$ cat src/hdl/tv1_pkg.sv
`default_nettype none

package tv1_pkg;

  typedef logic [8:0]  coord_t;     // Raster row or column
  typedef logic [3:0]  color_t;     // Palette index
  typedef logic [6:0]  bgm_addr_t;  // BGM word address
  typedef logic [9:0]  chr_addr_t;
  typedef logic [31:0] olb_word_t;  // Eight packed colour indices, pixel 0 in bits 3:0
  typedef logic [4:0]  tile_idx_t;
  typedef logic [23:0] rgb_t;       // {R, G, B}

  ////////////////////
  // Raster timing

  localparam coord_t NUM_ROWS = 9'd263;
  localparam coord_t NUM_COLS = 9'd260;

  // Render window, overscan included
  localparam coord_t FIRST_ROW_RENDER = 9'd19;
  localparam coord_t LAST_ROW_RENDER  = 9'd250;
  localparam coord_t FIRST_COL_RENDER = 9'd23;
  localparam coord_t LAST_COL_RENDER  = 9'd230;

  // Visible window, 192 x 222
  localparam coord_t FIRST_ROW_VISIBLE = 9'd24;
  localparam coord_t LAST_ROW_VISIBLE  = 9'd245;
  localparam coord_t FIRST_COL_VISIBLE = 9'd24;
  localparam coord_t LAST_COL_VISIBLE  = 9'd215;

  localparam coord_t FIRST_COL_HSYNC = 9'd240;
  localparam coord_t LAST_COL_HSYNC  = 9'd259;
  localparam coord_t FIRST_ROW_VSYNC = 9'd260;
  localparam coord_t LAST_ROW_VSYNC  = 9'd262;

  localparam int FILL_TILES = 32;           // Tiles fetched per line
  localparam color_t BORDER_COLOR = 4'd1;   // Black

  ////////////////////
  // CPU address map, A[12:9]

  localparam logic [3:0] BGM_PAGE = 4'b1000;  // $1000-$11FF
  localparam logic [3:0] REG_PAGE = 4'b1010;  // $1400-$15FF

  // Colour generator
  localparam rgb_t PALETTE [16] = '{
    24'h00009B, 24'h000000, 24'h0000FF, 24'hA100FF,
    24'h00FF00, 24'hA0FF9D, 24'h00FFFF, 24'h00A100,
    24'hFF0000, 24'hFFA100, 24'hFF00FF, 24'hFFA09F,
    24'hFFFF00, 24'hA3A000, 24'hA1A09D, 24'hFFFFFF
  };

endpackage

`default_nettype wire

$ cat src/hdl/video_timing.sv
`default_nettype none
`timescale 1ns/1ps

module video_timing (
  input  wire logic       CLK,
  input  wire logic       rst_n,
  output tv1_pkg::coord_t row,
  output tv1_pkg::coord_t col,
  output logic            fill_row,
  output logic            render_px,
  output logic            HS,
  output logic            VS,
  output logic            VBL,
  output logic            vis_de
);

  logic render_row, render_col, visible_px;

  always_ff @(posedge CLK or negedge rst_n) begin
    if (!rst_n) begin
      row <= '0;
      col <= '0;
    end else if (col == tv1_pkg::NUM_COLS - 9'd1) begin
      col <= '0;
      row <= (row == tv1_pkg::NUM_ROWS - 9'd1) ? 9'd0 : row + 9'd1;
    end else begin
      col <= col + 9'd1;
    end
  end

  // Two rows ahead of the first render row, the last one is already in the buffer
  assign fill_row = (row >= tv1_pkg::FIRST_ROW_RENDER - 9'd2) &&
                    (row <= tv1_pkg::LAST_ROW_RENDER - 9'd1);

  assign render_row = (row >= tv1_pkg::FIRST_ROW_RENDER) && (row <= tv1_pkg::LAST_ROW_RENDER);
  assign render_col = (col >= tv1_pkg::FIRST_COL_RENDER) && (col <= tv1_pkg::LAST_COL_RENDER);
  assign render_px = render_row & render_col;

  assign visible_px = (row >= tv1_pkg::FIRST_ROW_VISIBLE) && (row <= tv1_pkg::LAST_ROW_VISIBLE) &&
                      (col >= tv1_pkg::FIRST_COL_VISIBLE) && (col <= tv1_pkg::LAST_COL_VISIBLE);

  ////////////////////
  // Sync outputs, one cycle behind the counters

  always_ff @(posedge CLK or negedge rst_n) begin
    if (!rst_n) begin
      HS <= 1'b0;
      VS <= 1'b0;
      VBL <= 1'b1;
      vis_de <= 1'b0;
    end else begin
      HS <= (col >= tv1_pkg::FIRST_COL_HSYNC) && (col <= tv1_pkg::LAST_COL_HSYNC);
      VS <= (row >= tv1_pkg::FIRST_ROW_VSYNC) && (row <= tv1_pkg::LAST_ROW_VSYNC);
      VBL <= ~render_row;
      vis_de <= visible_px;
    end
  end

  a_col_range : assert property (@(posedge CLK) disable iff (!rst_n) col < tv1_pkg::NUM_COLS);

endmodule

`default_nettype wire

$ cat config.mk
export PLATFORM = sky130hd
export DESIGN_NAME = video_timing
export DESIGN_NICKNAME = d
export VERILOG_FILES = /design/src/hdl/tv1_pkg.sv /design/src/hdl/video_timing.sv
export SDC_FILE = /design/constraint.sdc
export NUM_CORES = 1
export LEC_CHECK = 0
export BUFFER_PORTS_ARGS = -buffer_cell sky130_fd_sc_hd__buf_4
export CORE_MARGIN = 3
export CORE_UTILIZATION = 25
export CTS_CLUSTER_SIZE = 10
export DETAILED_ROUTE_END_ITERATION = 8
export PLACE_DENSITY_LB_ADDON = 0.3
export SLEW_MARGIN = 20
export SYNTH_ARGS = -nofsm -noshare
export SYNTH_HDL_FRONTEND = slang
export SYNTH_SLANG_ARGS = --single-unit
$ cat constraint.sdc
create_clock -name CLK -period 1.8 [get_ports CLK]
set_input_delay 0 -clock CLK [delete_from_list [all_inputs] [get_ports CLK]]
set_output_delay 0 -clock CLK [all_outputs]
set_load 0.02 [all_outputs]
# Yosys cells after proc, flatten, opt, wreduce, memory -nomap -nowiden

Index checks and enable logic that the tools add are counted.

$add $sub $neg: 2
Magnitude comparators: 14
Eq/ne operators: 2
Mux-type cells: 2
Bitwise logic cells: 2
Reductions and logical operators: 8

Operator list:

| kind                                                 | count |
|---|---|
| >= comparator 9 x 5 -> 1 bit (second input constant) | 5 |
| <= comparator 9 x 8 -> 1 bit (second input constant) | 5 |
| adder 9 x 1 -> 9 bit (second input constant)         | 2 |
| equality test 9 bit (second input constant)          | 2 |
| <= comparator 9 bit (second input constant)          | 2 |
| two-way mux 9 bit                                    | 2 |
| >= comparator 9 x 8 -> 1 bit (second input constant) | 1 |
| >= comparator 9 bit (second input constant)          | 1 |
| logical AND 1 bit                                    | 8 |
| AND 1 bit                                            | 1 |
| inverter 1 bit                                       | 1 |

Bits in registers: 22
Input bits: 2
Output and inout bits: 24
Word-level logic and storage cells: 36

# Depth between registers and ports, before layout

Depth in word-level cells: 4
Depth in mapped cells: 6
Mapped depth without buffers: 6

# Worst setup path after synthesis

No wires, ideal clock.

Path type: register to output
From: register row[1]
To: output fill_row
Data arrival time: 1.815 ns
Data required time: 1.800 ns
Path slack: -0.015 ns
Cell stages (with the launch flop): 6
Path buffers: 0
Cells stage by stage: dfrtp_1 -> inv_1 -> ha_1 -> o21ba_2 -> or2_2 -> a221oi_1

Longest elaborated chain between the ends: 2
Elaborated cells on any way between the ends: 3
Those cells by class: order compare (2); reduce/logical (1)

RTL lines:

| what                                                                                | line                                   | source |
|---|---|---|
| start, declared                                                                     | video_timing.sv:7                      | `output tv1_pkg::coord_t row,` |
| start signal, assigned                                                              | video_timing.sv:25                     | `row <= (row == tv1_pkg::NUM_ROWS - 9'd1) ? 9'd0 : row + 9'd1;` |
| >= comparator 9 x 5 -> 1 bit / <= comparator 9 x 8 -> 1 bit (equally long branches) | video_timing.sv:32, video_timing.sv:33 |  |
| logical AND 1 bit *                                                                 | video_timing.sv:32                     | `assign fill_row = (row >= tv1_pkg::FIRST_ROW_RENDER - 9'd2) &&` |
| end, declared                                                                       | video_timing.sv:9                      | `output logic fill_row,` |

Every way passes the cells marked *; elsewhere a longest branch is shown, timed or not.

# Final worst setup path

Same ends and word-level chain as after synthesis.

==> qor.csv <==
stage,metric,value,unit
worst_setup_path,cp-start-kind,flop,
clocking,cts_made_buffers,3,
grt,grt_pass1_vias,1131,
sta,post-route-period-util,0.986,
detailed_routing,drtAntennaViolNets,0,
sta,report.final.hold_viol_count,0,
die,die_w,77.0,um
clocking,cts_max_level,1,
grt,antenna_found_initial,0,
power,seqPwrFrac,0.563,
worst_setup_path,crit_arrival,1770,ps
yosys,synthArstFlopShare,1.00,
worst_setup_path,crit_path_end_kind,output pin,
worst_setup_path,cp_data_required_time,1800,ps
die,initial_core_util,0.264,
detailed_routing,routed_wl,3.28,mm
die,ios,26,
yosys,syn_inst,132,
sta,setup_viol,0,
clocking,cts.path.max_buffers,2,
place,routabilityCongestion,0.909,
worst_setup_path,cp_slowest_stage_delay,510,ps
power,vdd_drop_max,0.253,mV
clocking,cts_num_sinks,22,
clocking,insertion_delay,270,ps
power,p_switching,0.000184,W
detailed_routing,dr_wl_met3,161,um
place,dp_cells,231,
detailed_routing,wl_met2,1.55,mm
die,die_h,77.0,um
detailed_routing,viasPerCell,4.76,
die,fp.dieArea,0.00593,sq mm
cells_and_area,final_nets,190,
yosys,synth-seq-cells,22,
cells_and_area,layout-drive-gt1-share,0.451,
yosys,yosysWarnings,0,
grt,grt_overflow,0,
sta,slew_viol_final,0,
cells_and_area,final_cells,249,
yosys,avgSynthCellArea,9.55,sq um
die,fp.coreArea,0.00479,sq mm
sta,max_slew_margin,0.743,
grt,grt_max_degree,23,
worst_setup_path,cp.buffers_inverters,2,
clocking,cts_root_buf,clkbuf_8,
min_path,hold_class,in -> async,
detailed_routing,drc_errors,0,
sta,setup_ws,25.8,ps
power,clkPwrFrac,0.423,
sta,timing.fmax,564,MHz
detailed_routing,routedLengthMet1,1.49,mm
yosys,synth_ff_type,dfrtp_1,
yosys,synth_cell_types,36,
yosys,yosysSeqAreaShare,0.438,
clocking,clkTransAtPathRegs,80,ps
detailed_routing,dr.pass1.iters,4,
cells_and_area,final_util,0.389,
grt,grt_pass1_wl,5.32,mm
power,cellLeakagePower,0.871,nW
yosys,syn-num-nets,139,
cells_and_area,diodes,0,
sta,worstMarginPinSlew,383,ps
run_status,status,completed,
worst_setup_path,slowest_stage,or4_4,
power,p_comb_frac,0.014,
cells_and_area,area_delta_synth_final,47.5,%
detailed_routing,drt_iter0_drc,72,
sta,clock_skew,2.19,ps
power,intPower,0.000692,W
yosys,synth_edf_count,0,
worst_setup_path,path_cells,buf_6 > or4_4 > o21ai_2 > a221oi_2 > buf_4,
yosys,syn_area,0.00126,sq mm
detailed_routing,wl_per_cell,13.2,um
place,pre_cts_ws,62.2,ps
die,num_rows,25,
sta,period_minus_slack,1770,ps
detailed_routing,vias,1184,
clocking,cts_tree,done,
sta,grt_setup_unrepaired,true,
power,powerDensity,471,mW/mm^2
grt,track_usage,0.112,
flow_run,max_cap_violations,0,
place,portBuffers,25,
worst_setup_path,critPathKind,reg -> out,
place,place_hpwl,2.31,mm
worst_setup_path,critical_path.top_delay_family,simple AND/OR/NAND/NOR gates,
detailed_routing,route.top_layer_used,met4,
worst_setup_path,crit_path_max_fanout,6,
power,switching_share,0.210,
cell usage after synthesis (all sizes together) (4+ instances only):
cell    number  share of area
nor3         7          0.028
xnor2        6          0.042
xor2         6          0.042
nor4         4          0.032
nand2       11          0.033
dfrtp       21           0.42
nand3        7          0.028
ha           5          0.050
buf          4          0.016
nor2        12          0.036
inv          4          0.012
clkbuf       4          0.012
o211ai       4          0.024
o21ai        8          0.032
placed cells by master, fill, tap and decap left out, types with 3 or more instances in the layout:
cell and n:
buf_4 49, buf_6 4, clkbuf_8 4, dfrtp_1 15, dfrtp_2 6, ha_1 3, nand2_1 10, nand3_1 7
nand4_1 3, nor2_1 12, nor3_1 4, nor3_2 3, o211ai_1 4, o21ai_0 6, xnor2_1 6, xor2_1 6
layout make-up:
| class | count | area (sq um) |
|---|---|---|
| clock buffer | 4 | 55.1 |
| fill | 473 | 2930 |
| inverter | 4 | 15.0 |
| multi-input combinational | 98 | 724 |
| sequential | 22 | 559 |
| tap | 67 | 83.8 |
| timing repair buffer | 54 | 423 |
registers in the layout (all words and copies together) (netlist names):
name,count
HS,1
VBL,1
VS,1
col,9
row,9
vis_de,1
final timing paths:
| path | end | cells after the start | slack [ps] | startpoint |
|---|---|---|---|---|
| max | fill_row | 5 | 30 | row[1]$_DFFE_PN0N_ |
| min | col[6]$_DFF_PN0_ | 2 | 150 | rst_n |
| max reg2reg | row[8]$_DFFE_PN0N_ | 4 | 80 | col[3]$_DFF_PN0_ |
| min reg2reg | col[0]$_DFF_PN0_ | 1 | 530 | col[0]$_DFF_PN0_ |
| max in group asynchronous | VBL$_DFF_PN1_ | 2 | 1380 | rst_n |
| min in group CLK | col[0]$_DFF_PN0_ | 1 | 530 | col[0]$_DFF_PN0_ |
kinds of logic after synthesis:
kind of cell             count (synthesis)  share of synthesized area
AND/OR/NAND/NOR                         55                      0.247
AO/OA/AOI/OAI                           26                      0.143
flip-flops                              22                      0.438
buffers and inverters                   12                     0.0397
adder cells (fa/ha/maj)                  5                     0.0496
XOR/XNOR                                12                     0.0833
worst register-to-register path, delay by kind of cell, from the launching register on:
family           cells  cell delay, ps
AO/OA/AOI/OAI        1             100
flip-flops           1             430
AND/OR/NAND/NOR      3            1110
routing by layer:
layer,vias to the layer above,GRT usage
met1,566,0.133
met2,32,0.186
met5,-,0
met4,0,0.0587
li1,577,-
met3,9,0.0282
what timing repair did:
item	in CTS	in global routing
buffers inserted	7	6
gates resized for setup	7	18
pin swaps	2	6
hold buffers	1	0
setup endpoints to repair	2	4
hold endpoints to repair	22	0
metrics by stage:
| stage | hold WS (ps) | power [W] | area [sq um] | setup TNS, ps |
|---|---|---|---|---|
| 2_1_floorplan | -296 | 0.000504 | 1270 | 0 |
| 3_5_place_dp | -93.3 | 0.000515 | 1620 | 0 |
| 6_report | 146 | 0.000876 | 1860 | 0 |
| 5_1_grt | 177 | 0.000908 | 1860 | -37.4 |
| 4_1_cts | 156 | 0.000883 | 1750 | 0 |
| 3_3_place_gp | -96.8 | 0.000515 | 1620 | 0 |
power groups by stage:
stage | Combinational, W | Clock, W | Sequential (W)
2_1_floorplan | 0.000000000299 | 0 | 0.000504
3_3_place_gp | 0.0000114 | 0 | 0.000504
3_5_place_dp | 0.0000117 | 0 | 0.000504
4_1_cts | 0.0000134 | 0.000376 | 0.000494
5_1_grt | 0.0000146 | 0.000400 | 0.000494
6_report | 0.0000122 | 0.000370 | 0.000494
Power figures use the tool's default switching activity.
