File: src/hdl/tv1_pkg.sv
`default_nettype none

package tv1_pkg;

  typedef logic [8:0]  coord_t;     // Raster row or column
  typedef logic [3:0]  color_t;     // Palette index
  typedef logic [6:0]  bgm_addr_t;  // BGM word address
  typedef logic [9:0]  chr_addr_t;
  typedef logic [31:0] olb_word_t;  // Eight packed colour indices, pixel 0 in bits 3:0
  typedef logic [4:0]  tile_idx_t;
  typedef logic [23:0] rgb_t;       // {R, G, B}

  ////////////////////
  // Raster timing

  localparam coord_t NUM_ROWS = 9'd263;
  localparam coord_t NUM_COLS = 9'd260;

  // Render window, overscan included
  localparam coord_t FIRST_ROW_RENDER = 9'd19;
  localparam coord_t LAST_ROW_RENDER  = 9'd250;
  localparam coord_t FIRST_COL_RENDER = 9'd23;
  localparam coord_t LAST_COL_RENDER  = 9'd230;

  // Visible window, 192 x 222
  localparam coord_t FIRST_ROW_VISIBLE = 9'd24;
  localparam coord_t LAST_ROW_VISIBLE  = 9'd245;
  localparam coord_t FIRST_COL_VISIBLE = 9'd24;
  localparam coord_t LAST_COL_VISIBLE  = 9'd215;

  localparam coord_t FIRST_COL_HSYNC = 9'd240;
  localparam coord_t LAST_COL_HSYNC  = 9'd259;
  localparam coord_t FIRST_ROW_VSYNC = 9'd260;
  localparam coord_t LAST_ROW_VSYNC  = 9'd262;

  localparam int FILL_TILES = 32;           // Tiles fetched per line
  localparam color_t BORDER_COLOR = 4'd1;   // Black

  ////////////////////
  // CPU address map, A[12:9]

  localparam logic [3:0] BGM_PAGE = 4'b1000;  // $1000-$11FF
  localparam logic [3:0] REG_PAGE = 4'b1010;  // $1400-$15FF

  // Colour generator
  localparam rgb_t PALETTE [16] = '{
    24'h00009B, 24'h000000, 24'h0000FF, 24'hA100FF,
    24'h00FF00, 24'hA0FF9D, 24'h00FFFF, 24'h00A100,
    24'hFF0000, 24'hFFA100, 24'hFF00FF, 24'hFFA09F,
    24'hFFFF00, 24'hA3A000, 24'hA1A09D, 24'hFFFFFF
  };

endpackage

`default_nettype wire

File: src/hdl/line_row.sv
`default_nettype none
`timescale 1ns/1ps

module line_row (
  input  wire logic               CLK,
  input  wire logic               write_sel,
  input  wire tv1_pkg::tile_idx_t addr,
  input  wire tv1_pkg::olb_word_t wdata,
  input  wire logic [7:0]         wen,    // One bit per pixel nibble
  output tv1_pkg::olb_word_t      rdata
);

  // 32 words of eight pixels, 256 pixels per row
  tv1_pkg::olb_word_t mem [32];

  always_ff @(posedge CLK) begin
    rdata <= mem[addr];
    for (int i = 0; i < 8; i++) begin
      if (wen[i]) begin
        mem[addr][i*4 +: 4] <= wdata[i*4 +: 4];
      end
    end
  end

  a_wen_sel : assert property (@(posedge CLK) !write_sel |-> (wen == 8'h00));

endmodule

`default_nettype wire

File: config.mk
export PLATFORM = sky130hd
export DESIGN_NAME = line_row
export DESIGN_NICKNAME = d
export VERILOG_FILES = /design/src/hdl/tv1_pkg.sv /design/src/hdl/line_row.sv
export SDC_FILE = /design/constraint.sdc
export NUM_CORES = 1
export LEC_CHECK = 0
export ABC_AREA = 1
export BUFFER_PORTS_ARGS = -buffer_cell sky130_fd_sc_hd__buf_4
export CAP_MARGIN = 10
export CORE_AREA = 4 4 308 310
export DETAILED_ROUTE_END_ITERATION = 12
export DIE_AREA = 0 0 312 314
export PLACE_DENSITY_LB_ADDON = 0.08
export SLEW_MARGIN = 10
export SYNTH_ARGS = -nofsm -noshare
export SYNTH_HDL_FRONTEND = slang
export SYNTH_SLANG_ARGS = --single-unit
File: constraint.sdc
create_clock -name CLK -period 2.3 [get_ports CLK]
set_input_delay 0.46 -clock CLK [delete_from_list [all_inputs] [get_ports CLK]]
set_output_delay 0.46 -clock CLK [all_outputs]
set_load 0.01 [all_outputs]
# [Word-level counts from Yosys, hierarchy flattened]
# Memory sizes are Yosys's and may differ from the RTL's. A register that Yosys moved wholly into a read port is not among the register bits.
# Cells that the tools add are included.
[totals] register_bits=0 ramBits=1024 inputBits=47 output_inout_bits=32 mem_count=1
[mem_list] name="mem" depth=32 width=32 read_ports=1 rd_ports_with_merged_regs=1 wr=1 line="line_row.sv:14" source="tv1_pkg::olb_word_t mem [32];"
[classes] muxes=16
[op_table] cell="$mux 1" n=16

# [Depth between registers and ports, before layout]
# Gate-level depths: netlist of run 1.
[depth] ltp_word=2 ltp_mapped=11

# [Worst setup path before layout of run 1]
# Ideal clock, no wire load.
[synth_timing] path_type="input -> register" from="in addr[4]" to="mem mem[25][0] (netlist name), enable pin" arrival_ns=1.642 required_time_ns=1.971 setup_slack_ns=0.329 stages=6 n_path_buf=2 path_cell_list="buf_2 -> inv_2 -> nor3_2 -> buf_2 -> nand2_2 -> nor2_1"
[synth_lines] item="start: declaration" line="line_row.sv:7" source="input wire tv1_pkg::tile_idx_t addr,"
[synth_lines] item="end: declaration" line="line_row.sv:14"
# No word-level cell before the write port.

# [Worst setup path in the final report of run 1]
[layout_timing] from="in addr[3]" to="mem mem[10][31] (netlist name), enable pin"
# No word-level cell before the write port.

==> metrics.txt, run 1 <==
setup ws final 0.538 ns; max layer used met4; Final Skew 0.0254 ns; mux cell area share after synthesis 0%; largest net degree at the start of global routing 149; xor/xnor share of the synthesized area 0%; clock latency on the worst-skew pair 0.68 ns; main combinational cell family by area after synthesis simple AND/OR/NAND/NOR gates; Metal-1 WL 51500 µm; # fillers 8085; Cell Chain, Critical Path buf_4 -> inv_2 -> nor3_4 -> nand2_2 -> buf_4 -> nor2_1; Static Leakage 21.3 nW; CP max stage delay 0.39 ns; post-synthesis instance total 4375; critical path's top delay family simple AND/OR/NAND/NOR gates; CTS Buf Count 108; Yosys cell types 15; cell area after synthesis 44100 µm²; DR WL met3 5910 µm; Clock Path Buffers 3; Synth area leaders edfxtp_1 70%, nand2_1 23%, nor2_1 2.7%; CP Launch Type input port; Yosys top cell area share 69.8%; drt first pass iters 5; global route overflow 0; Synth Area in Compound Gates 0%; fmax 567 MHz; CTS-repair resized insts 0; final net count 4566; vias in the first global route 28300; max_cap viols 0; Routed WL 115000 µm; slew of the pin with the lowest slew margin 0.818 ns; Hold Path Class in2reg; All-Layer GR Usage 23.5%; Chip Height 314 µm; routed via count 29200; final hold violation count 0; Die Wd 312 µm; die area 98000 µm²; unrepaired setup endpoints after global routing false; CTS tree built; Clock transition at path regs 0.06 ns; GP Congestion 0.800; DR WL/cell 19.9 µm; Crit-path slowest cell nor3_4; Final Critical Period 1.76 ns; initial antenna violation count 0; worst IR drop on VDD 0.678 mV; adder-cell share of the synthesized area 0%; Non-Filler Instances 5796; vias per cell 5.04; hold_buf cts 0; core area 91700 µm²; Rows 111; Routed met2 length 55400 µm; share of cells above drive strength 1 9.52%; syn avg cell area 10.1 µm²; Setup CP Type in2reg; max_slew headroom 45.4%; status complete, no violations; Port Buf Inserts 77; Area growth syn-to-layout 14.2%; ant diodes 0; P per Cell Area 814 nW/µm²; DRC viols 0; WP buf/inv 3; Synth Area in Simple Gates 26.5%; DRT iter0 DRCs 2215; Starting Density 48.1%; Setup Viol. Count Final 0; Detailed Place HPWL 69500 µm; placed insts 5595; Sink Count 1056; first-pass GRT wire length 174000 µm; Most Frequent Cell on Critical Path buf_4; CP Max Fanout 8; # Post-CTS Setup Buffers 0; Max Slew Vio Count 0; CP arrival 2.07 ns; Worst Path Required 2.60 ns; post-synthesis register bit count 1056; syn_nets 4422; Seq/Total Area, Yosys 71.3%; Root Driver clkbuf_16; I/O pin total 79; YS warnings 0; H-tree depth 3; Synth area leader edfxtp_1; Critical Path End Type register; ANT nets after route 0; Final Cycle Share 76.6%; Post-Place Worst Slack -0.159 ns
-- path summary, 6_finish.rpt --
check,from,to,slack [ns],cells past startpoint
worst max-delay path,addr[3],mem[10][31]$_DFFE_PP_,0.54,6
worst min register to register,mem[4][21]$_DFFE_PP_,rdata[21]$_DFF_P_,0.70,8
worst max register to register,mem[8][11]$_DFFE_PP_,rdata[11]$_DFF_P_,1.07,8
worst min-delay path,wdata[21],mem[15][21]$_DFFE_PP_,0.22,1
-- cells in the mapped netlist --
| master | number |
|---|---|
| nand2_1 | 2745 |
| nor3_4 | 3 |
| edfxtp_1 | 1024 |
| nand2_2 | 8 |
| clkbuf_1 | 147 |
| buf_2 | 69 |
| nor2_4 | 2 |
| inv_1 | 8 |
| nor2_2 | 1 |
| buf_1 | 2 |
| inv_2 | 6 |
| dfxtp_1 | 32 |
| buf_4 | 3 |
| nor3_2 | 5 |
| nor2_1 | 320 |
-- layout by cell type (no fill, tap or decap), types with 4 or more instances in the layout --
cell and n:
clkbuf_1 29, nand2_2 8, nor2_1 320, clkbuf_16 111, buf_4 230, inv_2 4, nand2_1 2745, inv_1 8
bufinv_16 4, nor3_4 8, buf_12 23, clkbuf_8 15, clkinv_1 13, edfxtp_1 1024, clkinv_2 23, dfxtp_1 32
-- through the flow --
stage | TNS [ns] | cell area, µm² | hold WS, ns | utilization [%] | total power (W)
final | 0 | 50300 | 0.221 | 54.9 | 0.0409
after global routing | 0 | 50300 | 0.210 | 54.9 | 0.0424
after CTS | 0 | 50300 | 0.182 | 54.9 | 0.0413
after detailed placement | -2.21 | 46900 | 0.694 | 51.1 | 0.0245
after global placement | -1.24 | 46900 | 0.696 | 51.1 | 0.0245
after floorplan | 0 | 44100 | 0.559 | - | 0.0232
-- final cells by class --
class,count,area [µm²],area share [%]
multi-input combinational,3084,11700,23.3
tap,1186,1480,2.95
timing repair buffer,255,2220,4.41
clock inverter,46,349,0.694
sequential,1056,31400,62.4
clock buffer,155,3090,6.15
inverter,14,67.6,0.134
-- registers in the layout, indices dropped and copies added, names as in the netlist --
signal / cells
mem: 1024
rdata: 32
-- metal layers --
layer  up-vias  track usage, %
li1      14400               -
met1     14000            32.5
met2       659            39.7
met3       145            3.23
met4         0            5.96
met5         -               0
-- power by group --
part           switching [W]  internal (W)  total [W]  leakage, nW
combinational        0.00186      0.000718    0.00258         10.1
clock                0.00713       0.00976     0.0169         1.70
sequential         0.0000778        0.0214     0.0215         9.49
-- cell families (layout without fill, tap and decap cells) --
| kind of cell | after synthesis | in the layout |
|---|---|---|
| and+or+nand+nor | 3084 | 3084 |
| DFF | 1056 | 1056 |
| buffers and inverters | 235 | 470 |
No activity file was read; power rests on OpenSTA's default activity.
==> inputs of run 2 (changes only) <==
clock period = 1.7 ns   (was 2.3 ns; I/O delays follow)
==> metrics.txt, run 2 (same netlist as run 1, synthesis figures left out) <==
Max Slew Vio Count 0 (unchanged); Rows 111 (unchanged); Clk pwr share 42.7% (+1.4 points); CP Launch Type register; Worst Path Required 1.36 ns (-1.24 ns); Int Pwr 0.0447 W (+40%); hold_buf cts 0 (unchanged); # fillers 7894 (-2.4%); biggest regs mem: 1024 flops, rdata: 32 flops; status complete, no violations; Sink Count 1056 (unchanged); Top reg by flops mem; All-Layer GR Usage 24.1% (+0.57 points); combinational group share of total power 6.6% (+0.3 points); global route overflow 0 (unchanged); vias in the first global route 29400 (+3.7%); CP max stage delay 0.36 ns (-0.03 ns); I/O pin total 79 (unchanged); Largest register FFs 1024 (unchanged); Final Skew 0.0172 ns (-0.00822 ns); crit path from rdata[0]$_DFF_P_; GRT Max-Usage Layer met2; most common cell after layout, fill and taps aside nand2_1; die area 98000 µm² (unchanged); Crit-path slowest cell dfxtp_1; Die Wd 312 µm (unchanged); # Post-CTS Setup Buffers 0 (unchanged); total power 0.0573 W (+40%); critical path's top delay family flip-flops; Clock Path Buffers 3 (unchanged); Hold Path Class in2reg; largest net degree at the start of global routing 96 (-36%); met3 GRT Util 2.88% (-0.35 points); commonest cells after routing, fill and taps aside 2739 x nand2_1, 1024 x edfxtp_1, 396 x buf_4; unrepaired setup endpoints after global routing false; final net count 4781 (+4.7%); CTS Buf Count 112 (+3.7%); worst reg-to-reg path cell count 8 (unchanged); drt first pass iters 6 (+1); routing usage on met2 40.6% (+0.86 points); slew of the pin with the lowest slew margin 0.515 ns (-0.304 ns); Setup Viol. Count Final 0 (unchanged); FF-to-FF End rdata[2]$_DFF_P_; Clock transition at path regs 0.06 ns (about the same); Static Leakage 22.8 nW (+7.1%); ANT nets after route 0 (unchanged); core area 91700 µm² (unchanged); CP Max Fanout 1 (-7); Setup CP Type reg2out; DRT iter0 DRCs 2148 (-3.0%); DR WL/cell 19.5 µm (-1.9%); P per Cell Area 1080 nW/µm² (+33%); Detailed Place HPWL 72100 µm (+3.6%); clock latency on the worst-skew pair 0.68 ns (about the same); CP endpoint rdata[0]; fmax 666 MHz; Worst R2R Setup Slack 0.45 ns (-0.62 ns); Routed WL 117000 µm (+1.8%); Port Buf Inserts 77 (unchanged); share of cells above drive strength 1 14.8% (+5.3 points); Post-Place Worst Slack -0.410 ns (-0.251 ns); vias per cell 4.96 (-1.6%); Area growth syn-to-layout 20.1%; Final Cycle Share 88.4%; Reg power frac 50.7% (-1.7 points); routed via count 29900 (+2.1%); GP Congestion 0.805 (+0.68%); Chip Height 314 µm (unchanged); worst IR drop on VDD 0.956 mV (+41%); Critical Path End Type output port; Cell Chain, Critical Path buf_4; CP arrival 1.16 ns (-0.91 ns); CTS tree built; WP buf/inv 1 (-2); first-pass GRT wire length 178000 µm (+2.3%); Crit path depth 1 (-5); max_slew headroom 65.7% (+20 points); DRC viols 0 (unchanged); Fin Setup TNS 0 ns (unchanged); Final Critical Period 1.50 ns; Root Driver clkbuf_16; hold slack final 0.101 ns (-0.121 ns); final hold violation count 0 (unchanged); Starting Density 48.1% (unchanged); initial antenna violation count 2 (+2); ant diodes 0 (unchanged); max_cap viols 0 (unchanged); switching part of the total 22.0% (-0.18 points); worst flop-to-flop path startpoint mem[17][2]$_DFFE_PP_; setup ws final 0.198 ns (-0.340 ns); CTS-repair resized insts 0 (unchanged); H-tree depth 3 (unchanged); met1 usage 33.4% (+0.84 points); net switching power figure 0.0126 W (+39%)
[run 2: changes by cell type in the layout (fill, tap and decap cells not counted), sizes merged]
cell      change
buf         +211
bufinv        +6
clkinv        +6
clkbuf        -5
clkinvlp      +3
inv           +1
[run 2: cell type report]
type	count	area, µm²	share of cell area [%]
tap	1186	1480	2.80
multi-input combinational	3084	11900	22.4
inverter	14	67.6	0.128
sequential	1056	31400	59.3
timing repair buffer	466	4360	8.25
clock inverter	62	561	1.06
clock buffer	150	3180	6.01
[run 2: routing by layer]
layer  share of wire [%]  routed length, µm
met5                   0                  0
met2                  48              56200
met1                  45              52500
met3                 4.7               5550
met4                 2.6               3030
[run 2: worst min path at each step]
stage | cells past startpoint | start | slack, ns | end
CTS | 1 | wdata[1] | 0.07 | mem[13][1]$_DFFE_PP_
detailed placement | 8 | mem[7][1]$_DFFE_PP_ | 0.70 | rdata[1]$_DFF_P_
floorplan | 0 | wdata[0] | 0.44 | mem[0][0]$_DFFE_PP_
global route | 1 | wdata[1] | 0.09 | mem[8][1]$_DFFE_PP_
finish | 1 | wdata[1] | 0.10 | mem[13][1]$_DFFE_PP_
global placement | 8 | mem[6][1]$_DFFE_PP_ | 0.69 | rdata[1]$_DFF_P_
[run 2: power by group through the flow]
| stage | clock network, W | registers (W) | logic [W] |
|---|---|---|---|
| 2_1_floorplan | 0 | 0.0296 | 0.00185 |
| 3_3_place_gp | 0 | 0.0296 | 0.00379 |
| 3_5_place_dp | 0 | 0.0296 | 0.00380 |
| 4_1_cts | 0.0249 | 0.0290 | 0.00382 |
| 5_1_grt | 0.0260 | 0.0291 | 0.00420 |
| 6_report | 0.0245 | 0.0290 | 0.00376 |
[run 2: stage by stage]
stage / cells / utilization, % / area [µm²]
floorplan: 4375 / - / 44200
global placement: 5806 / 53.6 / 49200
detailed placement: 5806 / 53.6 / 49200
CTS: 6018 / 57.7 / 52900
global route: 6018 / 57.7 / 52900
finish: 6018 / 57.7 / 52900
