File: src/hdl/tv1_pkg.sv
`default_nettype none

package tv1_pkg;

  typedef logic [8:0]  coord_t;     // Raster row or column
  typedef logic [3:0]  color_t;     // Palette index
  typedef logic [6:0]  bgm_addr_t;  // BGM word address
  typedef logic [9:0]  chr_addr_t;
  typedef logic [31:0] olb_word_t;  // Eight packed colour indices, pixel 0 in bits 3:0
  typedef logic [4:0]  tile_idx_t;
  typedef logic [23:0] rgb_t;       // {R, G, B}

  ////////////////////
  // Raster timing

  localparam coord_t NUM_ROWS = 9'd263;
  localparam coord_t NUM_COLS = 9'd260;

  // Render window, overscan included
  localparam coord_t FIRST_ROW_RENDER = 9'd19;
  localparam coord_t LAST_ROW_RENDER  = 9'd250;
  localparam coord_t FIRST_COL_RENDER = 9'd23;
  localparam coord_t LAST_COL_RENDER  = 9'd230;

  // Visible window, 192 x 222
  localparam coord_t FIRST_ROW_VISIBLE = 9'd24;
  localparam coord_t LAST_ROW_VISIBLE  = 9'd245;
  localparam coord_t FIRST_COL_VISIBLE = 9'd24;
  localparam coord_t LAST_COL_VISIBLE  = 9'd215;

  localparam coord_t FIRST_COL_HSYNC = 9'd240;
  localparam coord_t LAST_COL_HSYNC  = 9'd259;
  localparam coord_t FIRST_ROW_VSYNC = 9'd260;
  localparam coord_t LAST_ROW_VSYNC  = 9'd262;

  localparam int FILL_TILES = 32;           // Tiles fetched per line
  localparam color_t BORDER_COLOR = 4'd1;   // Black

  ////////////////////
  // CPU address map, A[12:9]

  localparam logic [3:0] BGM_PAGE = 4'b1000;  // $1000-$11FF
  localparam logic [3:0] REG_PAGE = 4'b1010;  // $1400-$15FF

  // Colour generator
  localparam rgb_t PALETTE [16] = '{
    24'h00009B, 24'h000000, 24'h0000FF, 24'hA100FF,
    24'h00FF00, 24'hA0FF9D, 24'h00FFFF, 24'h00A100,
    24'hFF0000, 24'hFFA100, 24'hFF00FF, 24'hFFA09F,
    24'hFFFF00, 24'hA3A000, 24'hA1A09D, 24'hFFFFFF
  };

endpackage

`default_nettype wire

File: src/hdl/pixel_out.sv
`default_nettype none
`timescale 1ns/1ps

module pixel_out (
  input  wire logic               CLK,
  input  wire logic               rst_n,
  input  wire tv1_pkg::coord_t    row,
  input  wire tv1_pkg::coord_t    col,
  input  wire logic               render_px,
  input  wire logic               vis_de,     // Already one cycle late
  input  wire tv1_pkg::olb_word_t row0_rdata,
  input  wire tv1_pkg::olb_word_t row1_rdata,
  output tv1_pkg::tile_idx_t      rd_addr,
  output logic                    DE,
  output tv1_pkg::rgb_t           RGB
);

  logic               sel_q, render_q;
  logic [2:0]         nib_q;
  tv1_pkg::olb_word_t word;
  tv1_pkg::color_t    color_q;

  assign rd_addr = col[7:3];

  // Row data arrives a cycle after the address, so its select is delayed too
  assign word = sel_q ? row1_rdata : row0_rdata;

  always_ff @(posedge CLK or negedge rst_n) begin
    if (!rst_n) begin
      sel_q <= 1'b0;
      nib_q <= '0;
      render_q <= 1'b0;
      color_q <= tv1_pkg::BORDER_COLOR;
      DE <= 1'b0;
    end else begin
      sel_q <= row[0];
      nib_q <= col[2:0];
      render_q <= render_px;
      color_q <= render_q ? word[nib_q*4 +: 4] : tv1_pkg::BORDER_COLOR;
      DE <= vis_de;  // Lines up with RGB
    end
  end

  assign RGB = tv1_pkg::PALETTE[color_q];

endmodule

`default_nettype wire

File: config.mk
export PLATFORM = sky130hd
export DESIGN_NAME = pixel_out
export DESIGN_NICKNAME = d
export VERILOG_FILES = /design/src/hdl/tv1_pkg.sv /design/src/hdl/pixel_out.sv
export SDC_FILE = /design/constraint.sdc
export NUM_CORES = 1
export LEC_CHECK = 0
export ABC_AREA = 1
export BUFFER_PORTS_ARGS = -buffer_cell sky130_fd_sc_hd__clkbuf_2
export CAP_MARGIN = 20
export CORE_ASPECT_RATIO = 1.2
export CORE_MARGIN = 2
export CORE_UTILIZATION = 39
export CTS_CLUSTER_SIZE = 20
export DETAILED_ROUTE_END_ITERATION = 8
export PLACE_DENSITY_LB_ADDON = 0.3
export REMOVE_ABC_BUFFERS = 1
export SYNTH_ARGS = -nofsm -noshare
export SYNTH_HDL_FRONTEND = slang
export SYNTH_SLANG_ARGS = --single-unit
export TNS_END_PERCENT = 5
File: constraint.sdc
create_clock -name CLK -period 1.7 [get_ports CLK]
set_input_delay 0.17 -clock CLK [delete_from_list [all_inputs] [get_ports CLK]]
set_output_delay 0.17 -clock CLK [all_outputs]
set_load 0.005 [all_outputs]
---- Word-level counts from Yosys, hierarchy flattened ----
Memory sizes are Yosys's and may differ from the RTL's.
Cells that the tools add are included.
W data, S select, Z words.
word-level totals
  bits in registers ....................... 10
  bits in read-only memories .............. 384
  input bits .............................. 86
  output and inout port bits .............. 30
  logic and storage cells ................. 13
  memories ................................ 1
memories
  memory            words  width  rd ports  clocked after Yosys merged registers in  write ports  RTL line         text
  (name not given)  16     24     1         0                                        0            pixel_out.sv:44  assign RGB = tv1_pkg::PALETTE[color_q];
operators by class
  $lt $le $gt $ge ......................... 1
  shift operators ......................... 1
  multiplexer cells ....................... 4
  bitwise logic cells ..................... 1
operator list
  kind                  count
  $mux W24              2
  $mux W32              1
  $shiftx A32 B6 Y4     1
  $ge A5 B5 Y1 const B  1
  $not A4 Y5            1
  $mux W4               1

---- Depth between registers and ports, before layout ----
Gate-level depths: netlist of the first run.
  depth in word-level cells ............... 4
  gate-level depth with buffers ........... 9
  mapped depth without buffers ............ 7

---- Worst setup path before layout of the first run ----
OpenSTA, ideal clock, no wires.
  path type ............................... reg2out
  start point ............................. reg color_q[0]
  end point ............................... out RGB[3]
  data arrival time ....................... 1.448 ns
  required time ........................... 1.530 ns
  path slack .............................. 0.082 ns
  stages on the path, launching flop included .. 6
  buffers on the path ..................... 1
  path through ............................ dfstp_2 > inv_1 > ha_1 > or2_2 > nand3_1 > buf_4
on the way
  longest elaborated chain between the ends .. 4
RTL lines
  item                                          RTL line         text
  start, declared                               pixel_out.sv:21  tv1_pkg::color_t color_q;
  start signal, assigned                        pixel_out.sv:33  color_q <= tv1_pkg::BORDER_COLOR;
  start signal, assigned                        pixel_out.sv:39  color_q <= render_q ? word[nib_q*4 +: 4] : tv1_pkg::BORDER_COLOR;
  $not A4 Y5 (not written as such)              pixel_out.sv:44
  $mem_v2 Z16 W24                               --
  $mux W24 (not written as such) (2 in series)  pixel_out.sv:44
  end, declared                                 pixel_out.sv:15  output tv1_pkg::rgb_t RGB
No other way between the ends. The select of a mux whose other input is x is not followed.

---- Worst setup path in the final report of the first run ----
  start point ............................. reg color_q[0]
  end point ............................... out RGB[6]
Same word-level chain as after synthesis.

==> impl_metrics.py, run 1 <==
metrics = {
    "outcome": {
        "outcome": "complete, but fails checks",
        "failed_checks": "setup timing",
    },
    "routing": {
        "drtAntennaViolNets": 0,
        "drt_wl_total_mm": 3.76,
        "wire_per_inst_um": 10.6,
        "initialDrtViolationCount": 92,
        "via_per_inst": 4.67,
        "drc_errors": 0,
        "dr.pass1.iters": 5,
        "vias": 1654,
    },
    "yosys": {
        "ys.flop_type": "dfrtp_1",
        "synth-simple-area-share_pct": 43.9,
        "syn_area_per_cell_um2": 5.66,
        "async_reset_ff_share_pct": 100,
        "synth_top_family_by_area": "simple AND/OR/NAND/NOR gates",
        "synth_compound_area_share_pct": 7.13,
        "synth-seq-cells": 10,
        "synth_area_mm2": 0.00137,
        "syn_inst": 242,
        "ys_warn_count": 0,
        "synthTopCellsByArea": "nand2_1 25%, dfrtp_1 16%, nand3_1 15%",
        "synth_edf_count": 0,
        "yosysMostFrequentCell": "nand2_1",
        "yosysTopAreaCellShare_pct": 25.0,
        "synthMuxAreaShare_pct": 0,
        "synth_top_cells_by_count": "91 x nand2_1, 40 x nand3_1, 32 x inv_1",
        "yosysSeqAreaShare_pct": 18.4,
        "yosys.area.top_type": "nand2_1",
        "synthAdderAreaFrac_pct": 4.57,
        "synth-xor-area-share_pct": 0,
        "yosysUniqueCellTypes": 20,
    },
    "die": {
        "die_area_mm2": 0.00400,
        "start_util_pct": 41.0,
        "dieWidth_um": 58.1,
        "core_area_mm2": 0.00334,
        "rows": 23,
        "die_h_um": 68.9,
        "io_pins": 116,
    },
    "layout": {
        "layoutNonFillerInstCount": 354,
        "utilization_pct": 54.3,
        "fill_cells": 360,
        "ff_latch_area_um2": 253,
        "syn_to_final_growth_pct": 32.4,
        "antennaDiodeCount": 0,
        "multi_input_comb_area_um2": 796,
        "nets": 409,
        "drive_above_1_share_pct": 35.6,
    },
    "critical_path": {
        "cp_slowest_cell": "dfstp_2",
        "cp.arrival_ns": 1.57,
        "crit_end": "RGB[6]",
        "worst_r2r_path_depth": 7,
        "crit_chain": "buf_4 > ha_1 > a21oi_1 > a32oi_1 > clkbuf_2",
        "critPathLaunch": "color_q[0]",
        "r2r_slack_ns": 0.41,
        "cp-end-kind": "primary output",
        "reg2reg_to": "color_q[3]",
        "critical_path_class": "flip-flop to primary output",
        "required_ns": 1.53,
        "start_kind": "flip-flop",
        "cp_max_fo": 3,
        "critPathMaxStageDelay_ns": 0.55,
        "r2r_start": "sel_q",
    },
    "timing": {
        "relSlewSlack_pct": 78.1,
        "timing.fmax_mhz": 576,
        "finalMaxSlewViolations": 0,
        "setup_viol": 9,
        "tightest_slew_ns": 0.329,
        "hold_viol_final": 0,
        "rsz0062_at_grt": "yes",
        "timing.setup.tns_ns": -0.110,
        "finClkSkew_ns": 0.00105,
        "fin_crit_ns": 1.74,
        "final.period_utilization_pct": 102,
        "postLayoutSetupSlackWorst_ns": -0.0375,
    },
    "clock_network": {
        "clock_latency_ns": 0.23,
        "htreeDepth": 1,
        "clk_pin_slew_ns": 0.04,
        "cts_tree": "done",
        "cts_made_buffers": 3,
        "clkSinkCount": 10,
        "clockBufferDepth": 2,
        "cts_root_buffer": "clkbuf_8",
    },
    "global_route": {
        "grt_pass1_wl_mm": 5.95,
        "grt.total_usage_pct": 19.1,
        "grt_pass1_vias": 1443,
        "antenna_found_initial": 0,
        "grt_max_degree": 35,
        "grt.overflow.total": 0,
    },
    "placement": {
        "dp_slack_ns": 0.0680,
        "finalWeightedCongestion": 0.779,
        "port_buffers": 96,
        "dp_hpwl_mm": 2.85,
        "dp_cells": 349,
    },
    "worst_hold_path": {
        "hold_path_depth": 1,
        "hp-class": "primary input to flip-flop",
    },
    "power": {
        "p_leak_nw": 1.17,
        "p_per_area_mw_per_mm2": 551,
        "peakVddDrop_v": 0.000625,
    },
    "flow_run": {
        "maxCapViolCount": 0,
    },
}
-- state kept, by name, summed over array words and instances, names as in the netlist --
name / flops
nib_q: 3
color_q: 4
sel_q: 1
render_q: 1
DE: 1
-- kinds of logic (layout without fill, tap and decap cells) --
family,Yosys count,after routing
simple gates,146,146
buf+inv,64,139
flops,10,10
fa+ha+maj,5,5
compound gates,17,17
-- how the worst min path moves through the flow --
stage	startpoint	slack, ns	to
after global routing	render_px	0.04	render_q
final	render_px	0.05	render_q
after floorplan	rst_n	-0.13	DE
after detailed placement	rst_n	0.04	DE
after global placement	rst_n	0.04	DE
after CTS	render_px	0.04	render_q
-- timing repair --
action / in CTS / in global routing
pin swaps: 2 / 2
hold endpoints to repair: 9 / 0
resized for setup: 7 / 4
setup endpoints to repair: 11 / 13
buffers inserted: 0 / 0
hold buffers: 1 / 0
-- critical path: cells and delay by family (launching register included) --
family | cells | cell delay, ns
compound gates | 2 | 0.31
buf+inv | 2 | 0.28
flops | 1 | 0.55
fa+ha+maj | 1 | 0.21
-- stage by stage --
step / power, mW / cell area, um2 / hold slack [ns]
after floorplan: 0.480 / 1150 / -0.126
after global placement: 0.689 / 1710 / 0.0376
after detailed placement: 0.693 / 1710 / 0.0400
after CTS: 0.999 / 1800 / 0.0413
after global routing: 1.09 / 1810 / 0.0365
final: 0.998 / 1810 / 0.0465
-- layer usage --
metal  global-route usage (%)  up-vias  wire length [um]
met5                        0        -                 0
met4                     5.81        0                91
met3                     6.53       10               365
met2                     34.4       73              1830
met1                     21.4      693              1470
li1                         -      878                 -
-- cell type report --
class,count,area share (%)
multi-input combinational,168,43.9
inverter,35,7.53
sequential,10,14.0
clock buffer,4,3.04
tap,37,2.56
timing repair buffer,100,29.0
-- power by group --
part / leakage [nW] / internal (mW) / switching (mW) / total [mW]
sequential: 0.118 / 0.256 / 0.0240 / 0.280
combinational: 1.03 / 0.210 / 0.225 / 0.435
clock: 0.0288 / 0.202 / 0.0810 / 0.284
total: 1.17 / 0.669 / 0.330 / 0.998
-- cells in the final DEF (no fill, tap or decap), types with 2 or more instances in the layout --
master | netlist | layout
clkbuf_2 | 0 | 95
nand2_1 | 91 | 90
nand3_1 | 40 | 39
inv_1 | 32 | 31
nor2_1 | 14 | 13
dfrtp_1 | 9 | 8
a21oi_1 | 6 | 6
o21ai_0 | 6 | 6
ha_1 | 5 | 4
clkbuf_8 | 0 | 4
inv_4 | 1 | 2
o211ai_1 | 2 | 2
buf_4 | 21 | 2
Note: power is estimated with default switching activity, not from simulation.
==> inputs of run 2 (changes only) <==
- ABC_AREA: 1 -> unset
- ABC_CLOCK_PERIOD_IN_PS: unset -> 1700
- CORE_UTILIZATION: 39 -> 36
- MAX_ROUTING_LAYER: unset -> met4
==> impl_metrics.py, run 2 <==
metrics = {
    "outcome": {
        "outcome": "complete, but fails checks",
        "failed_checks": "setup timing",
    },
    "layout": {
        "final_area_mm2": 0.00169,
        "syn_to_final_growth_pct": 43.2,
        "largest_register_ffs": 4,
        "mostFrequentLayoutCell": "clkbuf_2",
        "final_cell_mix": "92 x clkbuf_2, 9 x mux4_1, 8 x mux4_2",
        "utilization_pct": 54.4,
        "top_register": "color_q",
        "drive_above_1_share_pct": 70.3,
        "antennaDiodeCount": 0,
        "layoutNonFillerInstCount": 218,
        "reg_top3": "color_q x4, nib_q x3",
        "nets": 274,
    },
    "placement": {
        "port_buffers": 96,
        "dp_cells": 210,
        "dp_slack_ns": -0.0379,
        "placed_area_mm2": 0.00156,
        "finalWeightedCongestion": 0.820,
        "dp_hpwl_mm": 2.44,
    },
    "routing": {
        "met1_length_um": 948,
        "drtAntennaViolNets": 0,
        "wire_per_inst_um": 13.0,
        "vias": 1116,
        "initialDrtViolationCount": 15,
        "drc_errors": 0,
        "routed-wl-met2_mm": 1.53,
        "via_per_inst": 5.12,
        "dr.pass1.iters": 3,
        "drt_wl_total_mm": 2.84,
        "maxUsedRoutingLayer": "met4",
        "dr_wl_met3_um": 335,
    },
    "clock_network": {
        "clock_latency_ns": 0.25,
        "cts_made_buffers": 3,
        "clk_pin_slew_ns": 0.07,
        "htreeDepth": 1,
        "clkSinkCount": 10,
        "cts_tree": "done",
        "cts_root_buffer": "clkbuf_4",
        "clockBufferDepth": 2,
    },
    "critical_path": {
        "critPathMaxStageDelay_ns": 0.55,
        "start_kind": "flip-flop",
        "required_ns": 1.53,
        "cp_slowest_cell": "dfstp_2",
        "cp_max_fo": 4,
        "cp-end-kind": "primary output",
        "crit_chain": "inv_2 > ha_4 > mux2i_1 > nor2_1 > a21oi_2 > buf_2",
        "r2r_slack_ns": 0.24,
        "cp.arrival_ns": 1.64,
        "critical_path_class": "flip-flop to primary output",
    },
    "die": {
        "io_pins": 116,
        "core_area_mm2": 0.00311,
        "die_h_um": 66.8,
        "start_util_pct": 38.0,
        "die_area_mm2": 0.00376,
        "rows": 22,
        "dieWidth_um": 56.3,
    },
    "power": {
        "total_power_mw": 0.936,
        "pwr-share-clk_pct": 21.9,
        "p_seq_share_pct": 31.4,
        "p_switching_mw": 0.287,
        "peakVddDrop_v": 0.000276,
        "swShare_pct": 30.7,
        "p_leak_nw": 0.886,
        "p_per_area_mw_per_mm2": 553,
        "pwr-share-comb_pct": 46.7,
        "p_int_mw": 0.649,
    },
    "yosys": {
        "yosysSeqAreaShare_pct": 21.3,
        "yosysMostFrequentCell": "buf_4",
        "synthTopCellsByArea": "mux4_1 20%, dfrtp_1 19%, mux4_2 15%",
        "syn_area_per_cell_um2": 11.8,
        "synth_edf_count": 0,
        "syn_inst": 100,
        "synth-seq-cells": 10,
        "async_reset_ff_share_pct": 100,
        "yosys.area.top_type": "mux4_1",
        "yosysUniqueCellTypes": 30,
        "yosysTopAreaCellShare_pct": 20.0,
        "ys_warn_count": 0,
        "ys.flop_type": "dfrtp_1",
        "synth_top_cells_by_count": "18 x buf_4, 9 x dfrtp_1, 9 x mux4_1",
        "synth_area_mm2": 0.00118,
    },
    "timing": {
        "fin_crit_ns": 1.81,
        "setup_viol": 7,
        "relSlewSlack_pct": 68.6,
        "postLayoutSetupSlackWorst_ns": -0.109,
        "finClkSkew_ns": 0.00374,
        "finalMaxSlewViolations": 0,
        "hold_slack_ns": 0.0177,
        "timing.setup.tns_ns": -0.605,
        "hold_viol_final": 0,
        "tightest_slew_ns": 0.471,
        "timing.fmax_mhz": 553,
        "rsz0062_at_grt": "yes",
        "final.period_utilization_pct": 106,
    },
    "global_route": {
        "grt.overflow.total": 0,
        "grt.total_usage_pct": 16.5,
        "grt_max_degree": 17,
        "grt_pass1_vias": 1175,
        "grt_pass1_wl_mm": 4.72,
        "antenna_found_initial": 0,
    },
    "worst_hold_path": {
        "hp-class": "primary input to flip-flop",
    },
    "flow_run": {
        "maxCapViolCount": 0,
    },
}
[run 2: area by class of cell]
type                    instances  area [um2]
clock buffers                   4        36.3
fillers                       301        1420
inverters                       5        18.8
multi-input cells              60         785
flip-flops and latches         10         254
well taps                      36        45.0
repair buffers                103         554
[run 2: repair_timing]
item	CTS	global route
endpoints found under the hold margin	9	1
setup endpoints to repair	18	20
pin swaps	3	2
hold buffers	1	1
buffers inserted	2	0
gates resized for setup	14	8
[run 2: cells by family (layout without fill, tap and decap cells)]
logic type / count (synthesis) / after routing / share of synthesized area, %
buffers and inverters: 30 / 112 / 17.4
multiplexers: 22 / 22 / 39.5
AO/OA/AOI/OAI: 19 / 19 / 10.3
AND/OR/NAND/NOR: 14 / 14 / 6.35
flip-flops: 10 / 10 / 21.3
adder cells (fa/ha/maj): 5 / 5 / 5.29
[run 2: worst paths after layout]
check | cells past startpoint | startpoint | to
setup / recovery | 6 | color_q[0] | RGB[3]
max in group asynchronous | 2 | rst_n | color_q[0]
hold reg to reg | 2 | render_q | color_q[1]
hold / removal | 1 | col[2] | nib_q[2]
min in group asynchronous | 2 | rst_n | render_q
setup reg to reg | 4 | sel_q | color_q[3]
[run 2: layer usage]
metal / global-route usage [%] / up-vias
met2: 31.8 / 80
met3: 4.85 / 2
met5: - / -
met4: 4.46 / 0
met1: 16.0 / 503
li1: - / 531
[run 2: power groups by stage]
stage               logic [mW]  clock network (mW)  registers, mW
detailed placement       0.401                   0          0.291
global placement         0.391                   0          0.289
global route             0.478               0.230          0.299
CTS                      0.432               0.210          0.292
floorplan                0.185                   0          0.297
finish                   0.437               0.205          0.294
[run 2: worst max-delay path, delay by kind of cell, from the launching register on]
kind / cells / cell delay [ns]
fa+ha+maj: 1 / 0.22
simple gates: 1 / 0.07
buf+inv: 2 / 0.19
compound gates: 1 / 0.19
mux: 1 / 0.16
flops: 1 / 0.55
==> inputs of run 3 (changes only) <==
- CTS_BUF_LIST: unset -> sky130_fd_sc_hd__clkbuf_16
==> impl_metrics.py, run 3 (synthesized netlist as in run 2, its figures left out) <==
metrics = {
    "outcome": {
        "outcome": "complete, but fails checks",
        "failed_checks": "setup timing",
    },
    "die": {
        "die_area_mm2": 0.00376,
        "dieWidth_um": 56.3,
        "die_h_um": 66.8,
        "core_area_mm2": 0.00311,
        "io_pins": 116,
        "rows": 22,
        "start_util_pct": 38.0,
    },
    "critical_path": {
        "cp_slowest_cell": "dfstp_2",
        "crit_chain": "inv_2 > ha_4 > mux2i_1 > nor2_1 > a21oi_2 > buf_2",
        "critPathLaunch": "color_q[0]",
        "required_ns": 1.53,
        "worst_r2r_path_depth": 4,
        "cp.arrival_ns": 1.60,
        "crit_end": "RGB[3]",
        "critical_path_class": "flip-flop to primary output",
        "reg2reg_to": "color_q[3]",
        "critPathMaxStageDelay_ns": 0.54,
        "cp_top_family": "flip-flops",
        "start_kind": "flip-flop",
        "r2r_slack_ns": 0.24,
        "cp_max_fo": 4,
        "crit_buf_inv": 2,
        "cp-end-kind": "primary output",
        "cp_num_cells": 6,
        "r2r_start": "sel_q",
    },
    "clock_network": {
        "clockBufferDepth": 2,
        "cts_tree": "done",
        "cts_made_buffers": 3,
        "cts_root_buffer": "clkbuf_16",
        "htreeDepth": 1,
        "clk_pin_slew_ns": 0.04,
        "clock_latency_ns": 0.23,
        "clkSinkCount": 10,
    },
    "layout": {
        "final_cell_mix": "92 x clkbuf_2, 9 x mux4_1, 8 x mux4_2",
        "multi_input_comb_area_um2": 785,
        "reg_top3": "color_q x4, nib_q x3",
        "ff_latch_area_um2": 254,
        "drive_above_1_share_pct": 70.2,
        "nets": 273,
        "antennaDiodeCount": 0,
        "largest_register_ffs": 4,
        "top_register": "color_q",
        "fill_cells": 293,
        "syn_to_final_growth_pct": 45.9,
        "mostFrequentLayoutCell": "clkbuf_2",
    },
    "routing": {
        "via_per_inst": 5.15,
        "vias": 1117,
        "drtAntennaViolNets": 0,
        "initialDrtViolationCount": 15,
        "wire_per_inst_um": 13.1,
        "dr.pass1.iters": 3,
        "drt_wl_total_mm": 2.85,
        "drc_errors": 0,
    },
    "global_route": {
        "grt_max_degree": 17,
        "grt_pass1_wl_mm": 4.73,
        "grt.overflow.total": 0,
        "antenna_found_initial": 0,
        "grt.total_usage_pct": 16.5,
        "grt_pass1_vias": 1174,
    },
    "timing": {
        "fin_crit_ns": 1.77,
        "finClkSkew_ns": 0.00184,
        "rsz0062_at_grt": "yes",
        "setup_viol": 6,
        "final.period_utilization_pct": 104,
        "timing.setup.tns_ns": -0.372,
        "postLayoutSetupSlackWorst_ns": -0.0738,
        "hold_slack_ns": 0.0437,
        "hold_viol_final": 0,
        "tightest_slew_ns": 0.471,
        "finalMaxSlewViolations": 0,
        "timing.fmax_mhz": 564,
        "relSlewSlack_pct": 68.6,
    },
    "power": {
        "p_leak_nw": 0.900,
        "p_per_area_mw_per_mm2": 656,
        "peakVddDrop_v": 0.000519,
    },
    "flow_run": {
        "maxCapViolCount": 0,
    },
    "placement": {
        "dp_hpwl_mm": 2.44,
        "finalWeightedCongestion": 0.820,
        "port_buffers": 96,
        "dp_slack_ns": -0.0379,
    },
    "worst_hold_path": {
        "hp-class": "primary input to flip-flop",
    },
}
run 3: how the worst min path moves through the flow:
stage               startpoint         end  slack, ns  cells past startpoint
CTS                  render_px    render_q       0.04                      1
floorplan                rst_n          DE      -0.13                      0
global route         render_px    render_q       0.04                      1
finish               render_px    render_q       0.04                      1
detailed placement       rst_n  color_q[3]       0.05                      1
global placement         rst_n  color_q[3]       0.04                      1
run 3: per-layer routing:
| metal | GRT usage, % | part of all wire (%) | up-vias | wire length (um) |
|---|---|---|---|---|
| met5 | - | 0 | - | 0 |
| met4 | 3.57 | 0.56 | 0 | 16 |
| met3 | 5.44 | 12 | 2 | 343 |
| met2 | 31.8 | 54 | 80 | 1540 |
| met1 | 16.0 | 33 | 506 | 948 |
| li1 | - | - | 529 | - |
run 3: what timing repair did:
action | CTS | global route
resized for setup | 14 | 8
hold buffers | 1 | 0
pin swaps | 3 | 2
endpoints found under the setup margin | 16 | 19
hold endpoints to repair | 9 | 0
setup buffers | 2 | 0
run 3: layout make-up:
class	instances	share of cell area (%)
well taps	36	2.61
flip-flops and latches	10	14.7
clock inverters	1	0.218
clock buffers	3	4.35
inverters	5	1.09
multi-input cells	60	45.5
repair buffers	102	31.5
run 3: stage by stage:
step / total power, mW / util (%) / std cells / area, um2
finish: 1.13 / 55.5 / 217 / 1730
global route: 1.21 / 55.5 / 217 / 1730
CTS: 1.13 / 54.9 / 217 / 1710
detailed placement: 0.692 / 50.0 / 210 / 1560
global placement: 0.680 / 50.0 / 210 / 1560
floorplan: 0.482 / - / 75 / 996
run 3: power by group:
| group | total [mW] | leakage [nW] | switching, mW | internal (mW) |
|---|---|---|---|---|
| registers | 0.295 | 0.117 | 0.0362 | 0.259 |
| clock network | 0.401 | 0.0385 | 0.0943 | 0.307 |
| logic | 0.436 | 0.745 | 0.175 | 0.260 |
